## config.mk

```make
export PLATFORM = sky130hd
export DESIGN_NAME = dbuf_display
export DESIGN_NICKNAME = d
export VERILOG_FILES = /design/src/design/fb_pkg.sv /design/src/design/mem_port_if.sv /design/src/design/pattern_renderer.sv /design/src/design/scanout.sv /design/src/design/frame_swapper.sv /design/src/design/dbuf_display.sv
export VERILOG_INCLUDE_DIRS = /design/src /design/src/design
export SDC_FILE = /design/constraint.sdc
export NUM_CORES = 1
export LEC_CHECK = 0
export BUFFER_PORTS_ARGS = -buffer_cell sky130_fd_sc_hd__buf_4
export CAP_MARGIN = 20
export CORE_MARGIN = 2
export CORE_UTILIZATION = 42
export DETAILED_ROUTE_END_ITERATION = 8
export PLACE_DENSITY_LB_ADDON = 0.2
export SYNTH_ARGS = -nofsm -noshare
export SYNTH_HDL_FRONTEND = slang
export SYNTH_SLANG_ARGS = --single-unit
```

## constraint.sdc

```tcl
create_clock -name clk -period 1.5 [get_ports clk]
set_input_delay 0.075 -clock clk [delete_from_list [all_inputs] [get_ports clk]]
set_output_delay 0.075 -clock clk [all_outputs]
set_load 0.005 [all_outputs]
```

## src/design/fb_params.svh

```systemverilog
`ifndef FB_PARAMS_SVH
`define FB_PARAMS_SVH

// visible frame size in pixels per line and lines per frame.
`define FB_WIDTH      16
`define FB_HEIGHT     8

// total clocks per line and lines per frame including blanking.
`define H_TOTAL       20
`define V_TOTAL       10

// syncs are active low from start up to but not including end.
`define H_SYNC_START  17
`define H_SYNC_END    19
`define V_SYNC_START  8
`define V_SYNC_END    9

`define ADDR_BITS     20
`define DATA_BITS     16

`endif

```

## src/design/fb_pkg.sv

```systemverilog
`include "fb_params.svh"

package fb_pkg;

  // colour layout of one framebuffer word with the top nibble unused.
  typedef struct packed {
    logic [3:0] unused;
    logic [3:0] red;
    logic [3:0] green;
    logic [3:0] blue;
  } rgb444_t;

  // the SRAM side moves raw words; the renderer and scanout use the colour view.
  typedef union packed {
    logic [`DATA_BITS-1:0] raw;
    rgb444_t               rgb;
  } pixel_word_u;

endpackage

```

## src/design/mem_port_if.sv

```systemverilog
`include "fb_params.svh"

// one SRAM access port. a write happens on every clock with we high,
// and read data for an address shows up on the following clock.
interface mem_port_if;
  import fb_pkg::*;

  logic [`ADDR_BITS-1:0] addr;
  pixel_word_u           wdata;
  logic                  we;
  pixel_word_u           rdata;

  modport requester (
    output addr,
    output wdata,
    output we,
    input  rdata
  );

  modport swapper (
    input  addr,
    input  wdata,
    input  we,
    output rdata
  );

endinterface

```

## src/design/pattern_renderer.sv

```systemverilog
`include "fb_params.svh"

module pattern_renderer (
  input  logic          clk,
  input  logic          rst,
  input  logic          hold,
  input  logic          frame_start,
  output logic          frame_done,
  mem_port_if.requester mem
);
  import fb_pkg::*;

  localparam int X_BITS = $clog2(`FB_WIDTH);
  localparam int Y_BITS = $clog2(`FB_HEIGHT);
  localparam int AW     = `ADDR_BITS;

  logic [X_BITS-1:0] x_cnt;
  logic [Y_BITS-1:0] y_cnt;
  logic [3:0]        frame_num;
  logic              drawing;
  logic              advance;
  logic              last_x;
  logic              last_pixel;
  pixel_word_u       pixel;

  assign advance    = drawing && !hold;
  assign last_x     = (x_cnt == X_BITS'(`FB_WIDTH - 1));
  assign last_pixel = last_x && (y_cnt == Y_BITS'(`FB_HEIGHT - 1));

  // pattern colour for the current position and frame number.
  always_comb begin
    pixel           = '0;
    pixel.rgb.red   = 4'(x_cnt) + frame_num;
    pixel.rgb.green = 4'(y_cnt);
    pixel.rgb.blue  = frame_num;
  end

  always_ff @(posedge clk) begin
    if (rst) begin
      x_cnt      <= '0;
      y_cnt      <= '0;
      frame_num  <= '0;
      drawing    <= 1'b1;
      frame_done <= 1'b0;
      mem.we     <= 1'b0;
    end else begin
      mem.we <= advance;
      if (frame_start) begin
        x_cnt      <= '0;
        y_cnt      <= '0;
        frame_num  <= frame_num + 4'd1;
        drawing    <= 1'b1;
        frame_done <= 1'b0;
      end else if (advance) begin
        if (last_pixel) begin
          // done goes up together with the final write strobe.
          x_cnt      <= '0;
          y_cnt      <= '0;
          drawing    <= 1'b0;
          frame_done <= 1'b1;
        end else if (last_x) begin
          x_cnt <= '0;
          y_cnt <= y_cnt + 1'b1;
        end else begin
          x_cnt <= x_cnt + 1'b1;
        end
      end
    end
  end

  always_ff @(posedge clk) begin
    mem.addr  <= AW'(y_cnt) * AW'(`FB_WIDTH) + AW'(x_cnt);
    mem.wdata <= pixel;
  end

endmodule

```

## src/design/scanout.sv

```systemverilog
`include "fb_params.svh"

module scanout (
  input  logic          clk,
  input  logic          rst,
  output logic          frame_end,
  mem_port_if.requester mem,
  output logic [3:0]    vga_red,
  output logic [3:0]    vga_grn,
  output logic [3:0]    vga_blu,
  output logic          vga_hsync,
  output logic          vga_vsync
);

  localparam int H_BITS = $clog2(`H_TOTAL);
  localparam int V_BITS = $clog2(`V_TOTAL);
  localparam int AW     = `ADDR_BITS;

  logic [H_BITS-1:0] h_cnt;
  logic [V_BITS-1:0] v_cnt;
  logic              last_h;
  logic              visible;
  logic              hsync_raw;
  logic              vsync_raw;
  logic              visible_d1;
  logic              hsync_d1;
  logic              vsync_d1;

  assign last_h    = (h_cnt == H_BITS'(`H_TOTAL - 1));
  assign frame_end = last_h && (v_cnt == V_BITS'(`V_TOTAL - 1));

  assign visible   = (h_cnt < H_BITS'(`FB_WIDTH)) && (v_cnt < V_BITS'(`FB_HEIGHT));
  assign hsync_raw = !((h_cnt >= H_BITS'(`H_SYNC_START)) && (h_cnt < H_BITS'(`H_SYNC_END)));
  assign vsync_raw = !((v_cnt >= V_BITS'(`V_SYNC_START)) && (v_cnt < V_BITS'(`V_SYNC_END)));

  // read-only port on the front buffer.
  assign mem.we    = 1'b0;
  assign mem.wdata = '0;
  assign mem.addr  = visible ? AW'(v_cnt) * AW'(`FB_WIDTH) + AW'(h_cnt) : '0;

  always_ff @(posedge clk) begin
    if (rst) begin
      h_cnt <= '0;
      v_cnt <= '0;
    end else if (last_h) begin
      h_cnt <= '0;
      v_cnt <= frame_end ? '0 : v_cnt + 1'b1;
    end else begin
      h_cnt <= h_cnt + 1'b1;
    end
  end

  // first stage waits out the SRAM read.
  always_ff @(posedge clk) begin
    if (rst) begin
      visible_d1 <= 1'b0;
      hsync_d1   <= 1'b1;
      vsync_d1   <= 1'b1;
    end else begin
      visible_d1 <= visible;
      hsync_d1   <= hsync_raw;
      vsync_d1   <= vsync_raw;
    end
  end

  // second stage registers colour and syncs together.
  always_ff @(posedge clk) begin
    if (rst) begin
      vga_red   <= 4'h0;
      vga_grn   <= 4'h0;
      vga_blu   <= 4'h0;
      vga_hsync <= 1'b1;
      vga_vsync <= 1'b1;
    end else begin
      vga_red   <= visible_d1 ? mem.rdata.rgb.red : 4'h0;
      vga_grn   <= visible_d1 ? mem.rdata.rgb.green : 4'h0;
      vga_blu   <= visible_d1 ? mem.rdata.rgb.blue : 4'h0;
      vga_hsync <= hsync_d1;
      vga_vsync <= vsync_d1;
    end
  end

endmodule

```

## src/design/frame_swapper.sv

```systemverilog
`include "fb_params.svh"

module frame_swapper (
  input  logic                  clk,
  input  logic                  rst,
  input  logic                  frame_done,
  input  logic                  frame_end,
  output logic                  frame_start,
  output logic                  swap,
  mem_port_if.swapper           render,
  mem_port_if.swapper           scan,
  output logic [`ADDR_BITS-1:0] sram0_addr,
  output fb_pkg::pixel_word_u   sram0_din,
  input  fb_pkg::pixel_word_u   sram0_dout,
  output logic                  sram0_we_n,
  output logic [`ADDR_BITS-1:0] sram1_addr,
  output fb_pkg::pixel_word_u   sram1_din,
  input  fb_pkg::pixel_word_u   sram1_dout,
  output logic                  sram1_we_n
);

  // front selects the displayed bank and the other bank is drawn into.
  logic front;
  logic front_d1;
  logic do_swap;

  assign do_swap = frame_end && frame_done;

  always_ff @(posedge clk) begin
    if (rst) begin
      front       <= 1'b0;
      front_d1    <= 1'b0;
      swap        <= 1'b0;
      frame_start <= 1'b0;
    end else begin
      swap        <= do_swap;
      frame_start <= do_swap;
      front_d1    <= front;
      if (do_swap) begin
        front <= ~front;
      end
    end
  end

  assign sram0_addr = front ? render.addr : scan.addr;
  assign sram1_addr = front ? scan.addr : render.addr;
  assign sram0_din  = render.wdata;
  assign sram1_din  = render.wdata;
  assign sram0_we_n = !(front && render.we);
  assign sram1_we_n = !(!front && render.we);

  // read data belongs to the bank that was front when the address went out.
  assign scan.rdata   = front_d1 ? sram1_dout : sram0_dout;
  assign render.rdata = '0;

endmodule

```

## src/design/dbuf_display.sv

```systemverilog
`include "fb_params.svh"

module dbuf_display (
  input  logic                  clk,
  input  logic                  rst,
  input  logic                  hold,
  output logic                  swap,

  output logic [3:0]            vga_red,
  output logic [3:0]            vga_grn,
  output logic [3:0]            vga_blu,
  output logic                  vga_hsync,
  output logic                  vga_vsync,

  output logic [`ADDR_BITS-1:0] sram0_addr,
  output logic [`DATA_BITS-1:0] sram0_din,
  input  logic [`DATA_BITS-1:0] sram0_dout,
  output logic                  sram0_we_n,

  output logic [`ADDR_BITS-1:0] sram1_addr,
  output logic [`DATA_BITS-1:0] sram1_din,
  input  logic [`DATA_BITS-1:0] sram1_dout,
  output logic                  sram1_we_n
);

  logic frame_done;
  logic frame_start;
  logic frame_end;

  mem_port_if render_port ();
  mem_port_if scan_port ();

  pattern_renderer u_renderer (
    .clk        (clk),
    .rst        (rst),
    .hold       (hold),
    .frame_start(frame_start),
    .frame_done (frame_done),
    .mem        (render_port.requester)
  );

  scanout u_scanout (
    .clk      (clk),
    .rst      (rst),
    .frame_end(frame_end),
    .mem      (scan_port.requester),
    .vga_red  (vga_red),
    .vga_grn  (vga_grn),
    .vga_blu  (vga_blu),
    .vga_hsync(vga_hsync),
    .vga_vsync(vga_vsync)
  );

  frame_swapper u_swapper (
    .clk        (clk),
    .rst        (rst),
    .frame_done (frame_done),
    .frame_end  (frame_end),
    .frame_start(frame_start),
    .swap       (swap),
    .render     (render_port.swapper),
    .scan       (scan_port.swapper),
    .sram0_addr (sram0_addr),
    .sram0_din  (sram0_din),
    .sram0_dout (sram0_dout),
    .sram0_we_n (sram0_we_n),
    .sram1_addr (sram1_addr),
    .sram1_din  (sram1_din),
    .sram1_dout (sram1_dout),
    .sram1_we_n (sram1_we_n)
  );

endmodule

```

# Yosys cells after proc, flatten, opt, wreduce, memory -nomap -nowiden
# Cells that the tools add are included.
dict set report totals {
  register_bits 74
  output_inout_bits 89
}
dict set report op_classes {
  n_addsub 8
  n_lt_le_gt_ge 6
  n_eq_ne 4
  mux 9
  bitwise_logic 2
  n_reduce_logical 21
}
# op n
set ops {}
lappend ops {{$mux W20} 3}
lappend ops {{$add A4 B1 Y4 const B} 3}
lappend ops {{$mux W12} 1}
lappend ops {{$mux W4} 3}
lappend ops {{$lt A5 B5 Y1 const B} 2}
lappend ops {{$add A8 B5 Y9} 1}
lappend ops {{$logic_and A1 B1 Y1} 9}
lappend ops {{$add A7 B4 Y8} 1}
lappend ops {{$eq A4 B4 Y1 const B} 2}
lappend ops {{$lt A4 B4 Y1 const B} 2}
lappend ops {{$logic_not A1 Y1} 6}
lappend ops {{$mux W3} 2}
lappend ops {{$reduce_or A2 Y1} 3}
lappend ops {{$add A5 B1 Y5 const B} 1}
lappend ops {{$eq A5 B5 Y1 const B} 1}
lappend ops {{$ge A5 B5 Y1 const B} 1}
lappend ops {{$add A4 B4 Y4} 1}
lappend ops {{$ge A4 B4 Y1 const B} 1}
lappend ops {{$reduce_and A2 Y1} 2}
lappend ops {{$add A3 B1 Y3 const B} 1}
lappend ops {{$eq A3 B3 Y1 const B} 1}
lappend ops {{$not A1 Y1} 2}
lappend ops {{$reduce_bool A2 Y1} 1}

# Logic depth before layout (Yosys ltp)
# Gate-level depths: netlist of run 1.
dict set report logic_depth {
  ltp_word 4
  mapped_depth 5
  mapped_depth_nobuf 5
}

# Cells and area by module
# A second synthesis of run 1 with hierarchy kept.
dict set report hier_totals {
  hier_cells 372
  area_unflattened_um2 3661.0
}
# mod instances cells_each area_per_inst_um2 seq_area_each_um2
set by_module_without_submodules {}
lappend by_module_without_submodules {scanout 1 136 1285.0 520.5}
lappend by_module_without_submodules {frame_swapper 1 123 1191.1 60.1}
lappend by_module_without_submodules {pattern_renderer 1 113 1184.9 580.6}

# Least setup slack after synthesis of run 1
# OpenSTA, ideal clock, no wires.
dict set report synth_timing {
  kind {reg-to-reg}
  start {reg u_scanout.h_cnt[0]}
  end {reg u_swapper.front}
  t_arrival_ps 1349
  t_required_ps 1379
  path_slack_ps 30
  stages_incl_launch_ff 5
  path_buffers 0
  period_less_slack_ps 1470
  cell_sequence {dfxtp_1 -> ha_1 -> nand4bb_4 -> nor3_1 -> mux2_2}
}
dict set report synth_via {
  elab_chain_cells 3
}
# element line_no
set synth_rtl {}
lappend synth_rtl {{start, declared} scanout.sv:19} ;# logic [H_BITS-1:0] h_cnt;
lappend synth_rtl {{start signal, assigned} scanout.sv:49} ;# h_cnt <= h_cnt + 1'b1;
lappend synth_rtl {{$eq A5 B5 Y1} scanout.sv:29} ;# assign last_h = (h_cnt == H_BITS'(`H_TOTAL - 1));
lappend synth_rtl {{$logic_and A1 B1 Y1} scanout.sv:30} ;# assign frame_end = last_h && (v_cnt == V_BITS'(`V_TOTAL - 1));
lappend synth_rtl {{$logic_and A1 B1 Y1} frame_swapper.sv:27} ;# assign do_swap = frame_end && frame_done;
lappend synth_rtl {{end signal, assigned} frame_swapper.sv:40} ;# front <= ~front;
lappend synth_rtl {{end, declared} frame_swapper.sv:23} ;# logic front;
# No other way between the ends.
# A chain may end at the register's enable or synchronous reset.

# Final worst setup path of run 1
dict set report layout_timing {
  start {reg u_scanout.h_cnt[4]}
  end {out sram1_addr[6]}
}
dict set report layout_via {
  elab_chain_cells 4
  word_cells_on_any_way 5
  cone_classes {add/sub (1); order compare (1); mux (2); reduce/logical (1)}
}
# element line_no
set layout_rtl {}
lappend layout_rtl {{branches (longest 2 deep; another with $add A8 B5 Y9)} -}
lappend layout_rtl {{$mux W20 (*)} scanout.sv:39} ;# assign mem.addr = visible ? AW'(v_cnt) * AW'(`FB_WIDTH) + AW'(h_cnt) : '0;
lappend layout_rtl {{$mux W20 (*)} frame_swapper.sv:46} ;# assign sram1_addr = front ? scan.addr : render.addr;
lappend layout_rtl {{end, declared} dbuf_display.sv:20} ;# output logic [`ADDR_BITS-1:0] sram1_addr,
# Mark *: on every way between the ends.

==> results of run 1 <==
## how the worst max path moves through the flow
stage | start | end | slack [ns] | cells after the start
6_report | u_scanout.h_cnt[4] | sram1_addr[6] | -0.04 | 6
4_1_cts | u_scanout.h_cnt[4] | sram0_addr[7] | -0.06 | 6
2_1_floorplan | u_scanout.h_cnt[0] | u_swapper.front | 0.03 | 4
5_1_grt | u_scanout.h_cnt[4] | sram1_addr[6] | -0.11 | 6
3_3_place_gp | u_renderer.y_cnt[0] | u_renderer.y_cnt[0] | 0.10 | 4
3_5_place_dp | u_renderer.y_cnt[0] | u_renderer.y_cnt[0] | 0.07 | 4
## area by class of cell
type | count | area share
multi-input combinational | 205 | 0.3474
inverter | 12 | 0.01276
tap | 77 | 0.02519
sequential | 58 | 0.3059
timing repair buffer | 125 | 0.2673
clock buffer | 11 | 0.03696
clock inverter | 3 | 0.004580
## state kept, by name (all words and copies together), names as in the netlist, 3 cells and up
register              flops
u_scanout.h_cnt           5
u_renderer.y_cnt          3
u_renderer.frame_num      4
u_renderer.mem.wdata     11
u_renderer.mem.addr       4
u_scanout.vga_red         4
u_renderer.x_cnt          4
u_scanout.v_cnt           4
u_scanout.vga_grn         4
u_scanout.vga_blu         4
## routing by layer
metal	share of wire	up-vias	wire length, um
met2	0.51	75	3099
met1	0.43	1021	2580
li1	-	1137	-
met4	0.0053	0	32
met5	0	-	0
met3	0.059	4	356
## cells by family (layout without fill, tap and decap cells)
family                     count (synthesis)  after routing  synth area share
AOI/OAI and AO/OA                         39             39           0.07911
xor gates and xnor gates                  10             10           0.03201
adders and majority gates                 16             16           0.07590
buffers and inverters                     68            151            0.1600
DFF                                       58             58            0.4243
muxes                                     15             15           0.05533
other                                      1             34          0.001370
and+or+nand+nor                           91             91            0.1719
## repair_timing
action	4_1_cts	5_1_grt
hold buffers	22	0
pin swaps	5	5
hold endpoints to repair	11	0
gates cloned	0	1
gates resized for setup	30	9
buffers inserted	3	2
endpoints found under the setup margin	16	24
## power groups by stage
stage / registers [W] / clock network, W / logic (W)
4_1_cts: 0.00161 / 0.00121 / 0.000346
2_1_floorplan: 0.00166 / 0 / 0.000188
3_3_place_gp: 0.00165 / 0 / 0.000285
5_1_grt: 0.00162 / 0.00128 / 0.000394
3_5_place_dp: 0.00165 / 0 / 0.000289
6_report: 0.00162 / 0.00118 / 0.000357
## worst max-delay path: cells and delay by family (launching register included)
family | cells | cell delay [ns]
AOI/OAI and AO/OA | 1 | 0.12
DFF | 1 | 0.36
xor gates and xnor gates | 1 | 0.13
and+or+nand+nor | 1 | 0.09
adders and majority gates | 2 | 0.31
buffers and inverters | 1 | 0.13
## cell usage in the layout (no fill, tap or decap), types with 3 or more instances in the layout
master | synthesis | routed
sky130_fd_sc_hd__ha_1 | 15 | 13
sky130_fd_sc_hd__nand3b_1 | 3 | 3
sky130_fd_sc_hd__dlygate4sd3_1 | 0 | 22
sky130_fd_sc_hd__inv_1 | 12 | 11
sky130_fd_sc_hd__mux2i_1 | 14 | 14
sky130_fd_sc_hd__nand2_1 | 30 | 27
sky130_fd_sc_hd__buf_4 | 48 | 100
sky130_fd_sc_hd__nor3_1 | 4 | 4
sky130_fd_sc_hd__a21oi_1 | 12 | 12
sky130_fd_sc_hd__nand2b_1 | 4 | 4
sky130_fd_sc_hd__nand3_1 | 7 | 7
sky130_fd_sc_hd__o21ai_2 | 0 | 6
sky130_fd_sc_hd__o21ai_1 | 0 | 8
sky130_fd_sc_hd__xnor2_1 | 4 | 4
sky130_fd_sc_hd__conb_1 | 1 | 34
sky130_fd_sc_hd__nand4b_1 | 4 | 4
sky130_fd_sc_hd__xor2_1 | 6 | 6
sky130_fd_sc_hd__dfxtp_1 | 58 | 55
sky130_fd_sc_hd__o21ai_0 | 19 | 5
sky130_fd_sc_hd__clkbuf_8 | 0 | 10
sky130_fd_sc_hd__or2_2 | 3 | 3
sky130_fd_sc_hd__nor2_1 | 24 | 23
## stage by stage
stage | total power (W) | setup WS, ns | setup TNS (ns) | cells | util
4_1_cts | 0.003173 | -0.05841 | -0.2984 | 488 | 0.5961
3_5_place_dp | 0.001939 | 0.07242 | 0 | 449 | 0.5214
6_report | 0.003153 | -0.04120 | -0.1506 | 491 | 0.6058
5_1_grt | 0.003298 | -0.1129 | -1.013 | 491 | 0.6058
3_3_place_gp | 0.001935 | 0.1023 | 0 | 449 | 0.5214
2_1_floorplan | 0.001843 | 0.03030 | 0 | 331 | -
==> impl_metrics.sql, run 1 <==
INSERT INTO impl_metrics (metric_group, metric, value, unit) VALUES
('sta', 'finClkSkew', '0.01130', 'ns'),
('sta', 'timing.hold.ws', '0.02556', 'ns'),
('worst_setup_path', 'startpoint_type', 'register', ''),
('synth', 'post_synthesis_instance_area', '0.002736', 'mm2'),
('cells_and_area', 'sequential_cell_area', '0.001170', 'mm2'),
('route', 'num_vias', '2237', ''),
('cts', 'ctsHtreeMaxLevel', '3', ''),
('worst_setup_path', 'wp_data_arrival', '1.47', 'ns'),
('worst_setup_path', 'critPathSlowestCell', 'sky130_fd_sc_hd__dfxtp_4', ''),
('cts', 'cts_made_buffers', '9', ''),
('worst_setup_path', 'path_type_of_the_worst_setup_path', 'reg -> out', ''),
('power_and_ir_drop', 'power_switching_share', '0.2368', ''),
('cells_and_area', 'num-nets-final', '462', ''),
('route', 'detail_route.drc_violations', '0', ''),
('die', 'number_of_top_level_pins', '124', ''),
('cells_and_area', 'design_area', '0.003825', 'mm2'),
('global_route', 'first_global_vias', '2062', ''),
('global_route', 'grt_pass1_wl', '9.252', 'mm'),
('route', 'detail_route.wl_per_cell', '12.36', 'um'),
('power_and_ir_drop', 'max-vdd-ir-drop', '0.0005764', 'V'),
('power_and_ir_drop', 'powerDensity', '824.4', 'mW/mm2'),
('cells_and_area', 'antenna_cells_inserted', '0', ''),
('synth', 'synth-edff-count', '0', ''),
('outcome', 'failed_checks', 'setup timing', ''),
('worst_setup_path', 'setup.reg_to_reg.worst_slack', '0.05', 'ns'),
('synth', 'most_used_standard_cell_by_instance_count_after_synthesis', 'sky130_fd_sc_hd__dfxtp_1', ''),
('sta', 'min_period_over_period', '1.027', ''),
('outcome', 'status', 'complete, but fails checks', ''),
('cts', 'clockRootBuffer', 'sky130_fd_sc_hd__clkbuf_8', ''),
('placement', 'placed_cell_area', '0.003292', 'mm2'),
('global_route', 'gr-max-usage-layer', 'met2', ''),
('worst_setup_path', 'r2r_end', 'u_renderer.y_cnt[0]', ''),
('global_route', 'grt_use_met1', '0.1847', ''),
('die', 'dieWidth', '84.72', 'um'),
('global_route', 'grt.met2_usage', '0.2863', ''),
('sta', 'fmax', '648.8', 'MHz'),
('synth', 'asyncSetResetFlopFracSynth', '0', ''),
('synth', 'yosysTopAreaCell', 'sky130_fd_sc_hd__dfxtp_1', ''),
('sta', 'post-route-worst-setup-slack', '-0.04120', 'ns'),
('worst_setup_path', 'worstPathMaxFanout', '3', ''),
('route', 'dr.first_iter.drc_count', '73', ''),
('placement', 'place.detailed.hpwl', '4.077', 'mm'),
('worst_setup_path', 'max_stage_delay', '0.36', 'ns'),
('hold_path', 'worst_hold_path_type', 'in -> reg', ''),
('route', 'drt-vias-per-instance', '4.556', ''),
('power_and_ir_drop', 'power.share.clock', '0.374', ''),
('synth', 'syn-mean-instance-area', '9.182', 'um2'),
('die', 'dieArea', '0.007177', 'mm2'),
('cells_and_area', 'filler_cell_count', '548', ''),
('die', 'die_h', '84.72', 'um'),
('synth', 'netlist-cell-type-count', '40', ''),
('route', 'routed_wl', '6.068', 'mm'),
('hold_path', 'hold-path-endpoint', 'u_scanout.vga_blu[2]', ''),
('power_and_ir_drop', 'power_frac_comb', '0.113', ''),
('route', 'postRouteAntennaNets', '0', ''),
('power_and_ir_drop', 'leakage', '1.711', 'nW'),
('synth', 'synth.cells.most_frequent', 'sky130_fd_sc_hd__dfxtp_1, sky130_fd_sc_hd__buf_4, sky130_fd_sc_hd__nand2_1', ''),
('global_route', 'grt_antenna_before_repair', '0', ''),
('synth', 'synth.area.top_cells', 'sky130_fd_sc_hd__dfxtp_1, sky130_fd_sc_hd__buf_4, sky130_fd_sc_hd__ha_1', ''),
('route', 'firstDrtPassIters', '4', ''),
('power_and_ir_drop', 'switchingPower', '0.0007468', 'W'),
('global_route', 'grt_remaining_overflow', '0', ''),
('global_route', 'overall_track_demand_over_capacity_in_global_routing', '0.1641', ''),
('worst_setup_path', 'worstSetupEndpointType', 'primary output', ''),
('die', 'fp_rows', '29', ''),
('power_and_ir_drop', 'intPower', '0.002407', 'W'),
('hold_path', 'worst_hold_startpoint', 'sram0_dout[2]', ''),
('worst_setup_path', 'crit-reg2reg-launch', 'u_renderer.y_cnt[0]', ''),
('synth', 'yosys_reg_bits', '58', ''),
('sta', 'finalSetupViolCount', '6', ''),
('cts', 'insertion_delay_of_the_later_clocked_pin_in_the_worst_skew_pair', '0.33', 'ns');
Power figures use the tool's default switching activity.
==> inputs of run 2 (changes only) <==
==> constraint.sdc (replaced) <==
create_clock -name clk -period 1.5 [get_ports clk]
set_input_delay 0.3 -clock clk [delete_from_list [all_inputs] [get_ports clk]]
set_output_delay 0.3 -clock clk [all_outputs]
set_load 0.005 [all_outputs]
==> impl_metrics.sql, run 2 (synthesis gave the netlist of run 1 again) <==
INSERT INTO impl_metrics (metric_group, metric, value, unit) VALUES
('die', 'number_of_top_level_pins', '124', ''),
('cells_and_area', 'sequential_cell_area', '0.001165', 'mm2'),
('sta', 'finalSetupViolCount', '16', ''),
('cts', 'clock_sink_count', '58', ''),
('cells_and_area', 'filler_cell_count', '586', ''),
('placement', 'port_buffers', '81', ''),
('worst_setup_path', 'worstSetupEndpointType', 'primary output', ''),
('cells_and_area', 'mostFrequentLayoutCells', 'sky130_fd_sc_hd__buf_4, sky130_fd_sc_hd__dfxtp_1, sky130_fd_sc_hd__conb_1', ''),
('route', 'dr.first_iter.drc_count', '38', ''),
('hold_path', 'worst_hold_path_type', 'in -> reg', ''),
('route', 'firstDrtPassIters', '4', ''),
('cells_and_area', 'largest_register_ffs', '11', ''),
('sta', 'post-route-worst-setup-slack', '-0.2910', 'ns'),
('worst_setup_path', 'wp_data_arrival', '1.49', 'ns'),
('route', 'postRouteAntennaNets', '0', ''),
('cells_and_area', 'multi_input_comb_area', '0.001396', 'mm2'),
('placement', 'placed_cell_area', '0.003308', 'mm2'),
('cts', 'postCtsHoldBufs', '0', ''),
('cells_and_area', 'drive_above_1_share', '0.3929', ''),
('worst_setup_path', 'setup.reg_to_reg.worst_slack', '0.06', 'ns'),
('die', 'fp_rows', '29', ''),
('cells_and_area', 'final_common_cell', 'sky130_fd_sc_hd__buf_4', ''),
('die', 'die_h', '84.72', 'um'),
('sta', 'fmax', '558.3', 'MHz'),
('power_and_ir_drop', 'powerDensity', '964.1', 'mW/mm2'),
('sta', 'slew_viol_final', '0', ''),
('outcome', 'failed_checks', 'setup timing', ''),
('global_route', 'grt_remaining_overflow', '0', ''),
('die', 'floorplan.core_area', '0.006314', 'mm2'),
('placement', 'setup_slack_placement', '-0.005578', 'ns'),
('route', 'detail_route.drc_violations', '0', ''),
('sta', 'finClkSkew', '0.005668', 'ns'),
('sta', 'min_period_over_period', '1.194', ''),
('cts', 'ctsHtreeMaxLevel', '3', ''),
('die', 'initial_utilization', '0.4334', ''),
('placement', 'gp_routability_congestion', '0.8413', ''),
('cts', 'cts_made_buffers', '9', ''),
('cells_and_area', 'largest_register', 'u_renderer.mem.wdata', ''),
('placement', 'place.detailed.hpwl', '4.200', 'mm'),
('cells_and_area', 'design_area', '0.003776', 'mm2'),
('sta', 'hold_violations', '0', ''),
('cts', 'clock_tree.buffer_depth', '2', ''),
('sta', 'rsz_0062_raised_after_global_routing', 'true', ''),
('cts', 'tritoncts', 'done', ''),
('global_route', 'grt_pass1_wl', '9.218', 'mm'),
('route', 'detail_route.wl_per_cell', '12.37', 'um'),
('worst_setup_path', 'ff2ff_path_depth', '5', ''),
('global_route', 'overall_track_demand_over_capacity_in_global_routing', '0.1636', ''),
('hold_path', 'min_path_cells', '3', ''),
('die', 'dieWidth', '84.72', 'um'),
('worst_setup_path', 'crit-reg2reg-launch', 'u_scanout.v_cnt[0]', ''),
('cells_and_area', 'num-nets-final', '443', ''),
('power_and_ir_drop', 'p_total', '0.003641', 'W'),
('cts', 'insertion_delay_of_the_later_clocked_pin_in_the_worst_skew_pair', '0.34', 'ns'),
('global_route', 'first_global_vias', '2008', ''),
('hold_path', 'hold-path-endpoint', 'u_scanout.vga_grn[2]', ''),
('power_and_ir_drop', 'leakage', '1.700', 'nW'),
('cells_and_area', 'layout-area-overhead-vs-synth', '38.00', '%'),
('global_route', 'grt_max_degree', '18', ''),
('hold_path', 'worst_hold_startpoint', 'sram0_dout[6]', ''),
('cts', 'path_clk_slew', '0.06', 'ns'),
('worst_setup_path', 'worstPathMaxFanout', '7', ''),
('worst_setup_path', 'path_type_of_the_worst_setup_path', 'reg -> out', ''),
('global_route', 'grt_antenna_before_repair', '0', ''),
('die', 'dieArea', '0.007177', 'mm2'),
('cts', 'clockRootBuffer', 'sky130_fd_sc_hd__clkbuf_8', ''),
('route', 'routed_wl', '5.863', 'mm'),
('sta', 'final.min_clock_period', '1.791', 'ns'),
('worst_setup_path', 'startpoint_type', 'register', ''),
('route', 'num_vias', '2205', ''),
('worst_setup_path', 'cp_data_required_time', '1.20', 'ns'),
('worst_setup_path', 'r2r_end', 'u_swapper.front', ''),
('outcome', 'status', 'complete, but fails checks', ''),
('job', 'max_cap_violations', '0', ''),
('cells_and_area', 'antenna_cells_inserted', '0', ''),
('cells_and_area', 'registers_with_the_most_flip_flops', 'u_renderer.mem.wdata x11, u_scanout.h_cnt x5', ''),
('power_and_ir_drop', 'max-vdd-ir-drop', '0.0007969', 'V'),
('route', 'drt-vias-per-instance', '4.652', '');
run 2: cell count changes in the layout (fill, tap and decap cells not counted), sizes merged:
cell         previous run  this run
buf                   102       106
bufinv                  0         2
clkinv                  2         1
clkinvlp                2         1
dlygate4sd3            22         0
inv                    11        12
run 2: layer usage:
metal	up-vias	GRT usage	wire length (um)	share of wire
li1	1102	-	-	-
met1	1021	0.1867	2415	0.41
met2	72	0.2677	2976	0.51
met3	10	0.06195	375	0.064
met4	0	0.08225	96	0.016
met5	-	0	0	0
run 2: critical path, cell delays in order, from the launching register on:
cell and delay [ns]:
sky130_fd_sc_hd__dfxtp_2 0.34, sky130_fd_sc_hd__buf_6 0.12, sky130_fd_sc_hd__nor2_4 0.10, sky130_fd_sc_hd__buf_12 0.15, sky130_fd_sc_hd__nand4_1 0.16, sky130_fd_sc_hd__nor2_2 0.15, sky130_fd_sc_hd__buf_4 0.13
run 2: layout make-up:
cell class,instances,area share
clock buffer,12,0.04374
clock inverter,4,0.01922
inverter,12,0.01193
multi-input combinational,205,0.3698
sequential,58,0.3085
tap,77,0.02551
timing repair buffer,106,0.2213
run 2: power by group:
part | total (W) | switching (W) | internal (W)
Clock | 0.00168 | 0.000612 | 0.00107
Combinational | 0.000340 | 0.000157 | 0.000183
Sequential | 0.00162 | 0.0000302 | 0.00159
run 2: repair_timing:
action                                  CTS  global route
pin swaps                                10            16
gates resized for setup                  36            22
buffers inserted                          1             7
hold endpoints to repair                  0             0
endpoints found under the setup margin   16            20
run 2: per-stage QoR:
| step | TNS, ns | instances | util | hold WS [ns] |
|---|---|---|---|---|
| 2_1_floorplan | 0 | 331 | - | 0.3488 |
| 3_3_place_gp | 0 | 451 | 0.5240 | 0.3615 |
| 3_5_place_dp | -0.009586 | 451 | 0.5240 | 0.3717 |
| 4_1_cts | -3.376 | 468 | 0.5769 | 0.1777 |
| 5_1_grt | -4.341 | 474 | 0.5981 | 0.1870 |
| 6_report | -3.353 | 474 | 0.5981 | 0.1880 |
run 2: worst max path at each step:
stage | start | endpoint | slack [ns]
floorplan | u_scanout.h_cnt[0] | u_swapper.front | 0.03
global placement | u_scanout.v_cnt[0] | sram0_addr[6] | 0.02
detailed placement | u_scanout.v_cnt[0] | sram1_addr[6] | -0.006
CTS | u_scanout.h_cnt[4] | sram1_addr[6] | -0.29
global route | u_scanout.v_cnt[0] | sram0_addr[6] | -0.38
finish | u_scanout.h_cnt[4] | sram0_addr[7] | -0.29
==> inputs of run 3 (changes only) <==
Settings changed: HOLD_SLACK_MARGIN set to 0.06, REMOVE_ABC_BUFFERS set to 1.
==> impl_metrics.sql, run 3 (synthesis gave the netlist of run 1 again) <==
INSERT INTO impl_metrics (metric_group, metric, value, unit) VALUES
('outcome', 'status', 'complete, but fails checks', ''),
('outcome', 'failed_checks', 'setup timing', ''),
('placement', 'place.detailed.hpwl', '4.127', 'mm'),
('route', 'dr.first_iter.drc_count', '63', ''),
('cts', 'postCtsHoldBufs', '0', ''),
('cts', 'insertion_delay_of_the_later_clocked_pin_in_the_worst_skew_pair', '0.33', 'ns'),
('route', 'postRouteAntennaNets', '0', ''),
('die', 'dieArea', '0.007177', 'mm2'),
('cells_and_area', 'mostFrequentLayoutCells', 'sky130_fd_sc_hd__buf_4, sky130_fd_sc_hd__dfxtp_1, sky130_fd_sc_hd__conb_1', ''),
('cells_and_area', 'layout-area-overhead-vs-synth', '34.29', '%'),
('cts', 'tritoncts', 'done', ''),
('worst_setup_path', 'r2r_end', 'u_swapper.front', ''),
('worst_setup_path', 'wp_data_arrival', '1.47', 'ns'),
('cells_and_area', 'design_area', '0.003675', 'mm2'),
('placement', 'gp_routability_congestion', '0.8500', ''),
('sta', 'finalSetupViolCount', '16', ''),
('hold_path', 'min_path_cells', '3', ''),
('cts', 'clock_sink_count', '58', ''),
('route', 'routed_wl', '5.795', 'mm'),
('placement', 'port_buffers', '81', ''),
('cts', 'cts_made_buffers', '9', ''),
('sta', 'final.min_clock_period', '1.772', 'ns'),
('hold_path', 'worst_hold_startpoint', 'sram0_dout[1]', ''),
('route', 'detail_route.wl_per_cell', '12.28', 'um'),
('die', 'dieWidth', '84.72', 'um'),
('cells_and_area', 'largest_register_ffs', '11', ''),
('power_and_ir_drop', 'power.share.clock', '0.390', ''),
('power_and_ir_drop', 'powerDensity', '864.1', 'mW/mm2'),
('die', 'initial_utilization', '0.4334', ''),
('placement', 'placed_cell_area', '0.003314', 'mm2'),
('global_route', 'grt_max_degree', '22', ''),
('job', 'max_cap_violations', '0', ''),
('global_route', 'grt_pass1_wl', '8.763', 'mm'),
('power_and_ir_drop', 'leakage', '1.642', 'nW'),
('worst_setup_path', 'ff2ff_path_depth', '5', ''),
('worst_setup_path', 'path_type_of_the_worst_setup_path', 'reg -> out', ''),
('worst_setup_path', 'setup.reg_to_reg.worst_slack', '0.07', 'ns'),
('cts', 'ctsHtreeMaxLevel', '3', ''),
('die', 'fp_rows', '29', ''),
('global_route', 'grt_remaining_overflow', '0', ''),
('worst_setup_path', 'crit-reg2reg-launch', 'u_scanout.v_cnt[0]', ''),
('sta', 'post-route-worst-setup-slack', '-0.2723', 'ns'),
('cts', 'clockRootBuffer', 'sky130_fd_sc_hd__clkbuf_8', ''),
('cells_and_area', 'largest_register', 'u_renderer.mem.wdata', ''),
('worst_setup_path', 'worstSetupEndpointType', 'primary output', ''),
('worst_setup_path', 'cp_data_required_time', '1.20', 'ns'),
('power_and_ir_drop', 'max-vdd-ir-drop', '0.0005457', 'V'),
('global_route', 'first_global_vias', '1950', ''),
('power_and_ir_drop', 'intPower', '0.002439', 'W'),
('worst_setup_path', 'startpoint_type', 'register', ''),
('worst_setup_path', 'worstPathMaxFanout', '2', ''),
('die', 'die_h', '84.72', 'um'),
('sta', 'rsz_0062_raised_after_global_routing', 'true', ''),
('power_and_ir_drop', 'switchingPower', '0.0007369', 'W'),
('cells_and_area', 'final_common_cell', 'sky130_fd_sc_hd__buf_4', ''),
('route', 'num_vias', '2201', ''),
('cells_and_area', 'registers_with_the_most_flip_flops', 'u_renderer.mem.wdata x11, u_scanout.h_cnt x5', ''),
('sta', 'min_period_over_period', '1.182', ''),
('sta', 'slew_viol_final', '0', ''),
('sta', 'tns', '-2.760', 'ns'),
('hold_path', 'worst_hold_path_type', 'in -> reg', ''),
('cts', 'path_clk_slew', '0.06', 'ns'),
('sta', 'fmax', '564.2', 'MHz'),
('power_and_ir_drop', 'power_switching_share', '0.2321', ''),
('cts', 'clock_tree.buffer_depth', '2', ''),
('power_and_ir_drop', 'power.sequential.fraction', '0.508', ''),
('cells_and_area', 'num-nets-final', '442', ''),
('cells_and_area', 'antenna_cells_inserted', '0', ''),
('global_route', 'grt_antenna_before_repair', '0', ''),
('die', 'floorplan.core_area', '0.006314', 'mm2'),
('route', 'drt-vias-per-instance', '4.663', ''),
('power_and_ir_drop', 'power_frac_comb', '0.102', ''),
('hold_path', 'hold-path-endpoint', 'u_scanout.vga_blu[1]', ''),
('cells_and_area', 'filler_cell_count', '585', ''),
('route', 'detail_route.drc_violations', '0', ''),
('route', 'firstDrtPassIters', '4', ''),
('global_route', 'overall_track_demand_over_capacity_in_global_routing', '0.1571', ''),
('die', 'number_of_top_level_pins', '124', ''),
('sta', 'hold_violations', '0', ''),
('sta', 'finClkSkew', '0.005933', 'ns'),
('cells_and_area', 'drive_above_1_share', '0.3797', '');
[run 3: worst max path at each step]
stage | to | slack (ns) | depth (start not counted) | from
after CTS | sram0_addr[6] | -0.23 | 6 | u_scanout.h_cnt[4]
after global placement | sram0_addr[6] | 0.03 | 6 | u_scanout.v_cnt[0]
after detailed placement | sram1_addr[3] | 0.005 | 6 | u_scanout.h_cnt[4]
final | sram1_addr[6] | -0.27 | 6 | u_scanout.h_cnt[4]
after floorplan | sram0_addr[6] | -0.0003 | 5 | u_scanout.h_cnt[4]
after global routing | sram0_addr[6] | -0.35 | 6 | u_scanout.h_cnt[4]
[run 3: per-stage QoR]
stage | hold WS, ns | cells | setup WS, ns | power, W | util
finish | 0.2017 | 472 | -0.2723 | 0.003175 | 0.5820
global route | 0.1902 | 472 | -0.3509 | 0.003331 | 0.5820
detailed placement | 0.3647 | 452 | 0.004545 | 0.001948 | 0.5250
floorplan | 0.3488 | 275 | -0.0003133 | 0.001764 | -
global placement | 0.3640 | 452 | 0.02585 | 0.001942 | 0.5250
CTS | 0.1911 | 470 | -0.2327 | 0.003218 | 0.5733
[run 3: final cells by class]
class | count | area [um2] | area share
clock buffer | 13 | 158.9 | 0.04324
multi-input combinational | 205 | 1368 | 0.3721
inverter | 12 | 48.80 | 0.01328
tap | 77 | 96.34 | 0.02622
timing repair buffer | 105 | 819.5 | 0.2230
sequential | 58 | 1171 | 0.3187
clock inverter | 2 | 12.51 | 0.003405
[run 3: layer usage]
layer  GRT usage  vias to the layer above  wire, um  share of wire
met1      0.1629                     1035      2222           0.38
met4     0.06205                        0       102          0.018
met2      0.2842                       56      3151           0.54
li1            -                     1100         -              -
met5           0                        -         0              0
met3     0.05998                       10       318          0.055
[run 3: critical path, cell delays in order (launching register included)]
cell and delay [ns]:
sky130_fd_sc_hd__dfxtp_4 0.35, sky130_fd_sc_hd__ha_4 0.16, sky130_fd_sc_hd__ha_4 0.15, sky130_fd_sc_hd__xor2_1 0.11, sky130_fd_sc_hd__nand2_1 0.09, sky130_fd_sc_hd__o21ai_1 0.15
sky130_fd_sc_hd__buf_4 0.13
[run 3: what timing repair did]
item,CTS,global route
gates cloned,0,1
buffers inserted,3,1
gates resized for setup,37,18
endpoints found under the setup margin,17,20
pin swaps,12,9
[run 3: power groups by stage]
stage               clock (W)  sequential, W  combinational (W)
finish                0.00124        0.00161           0.000323
global placement            0        0.00165           0.000294
detailed placement          0        0.00165           0.000299
global route          0.00136        0.00162           0.000357
CTS                   0.00128        0.00162           0.000324
floorplan                   0        0.00166           0.000107
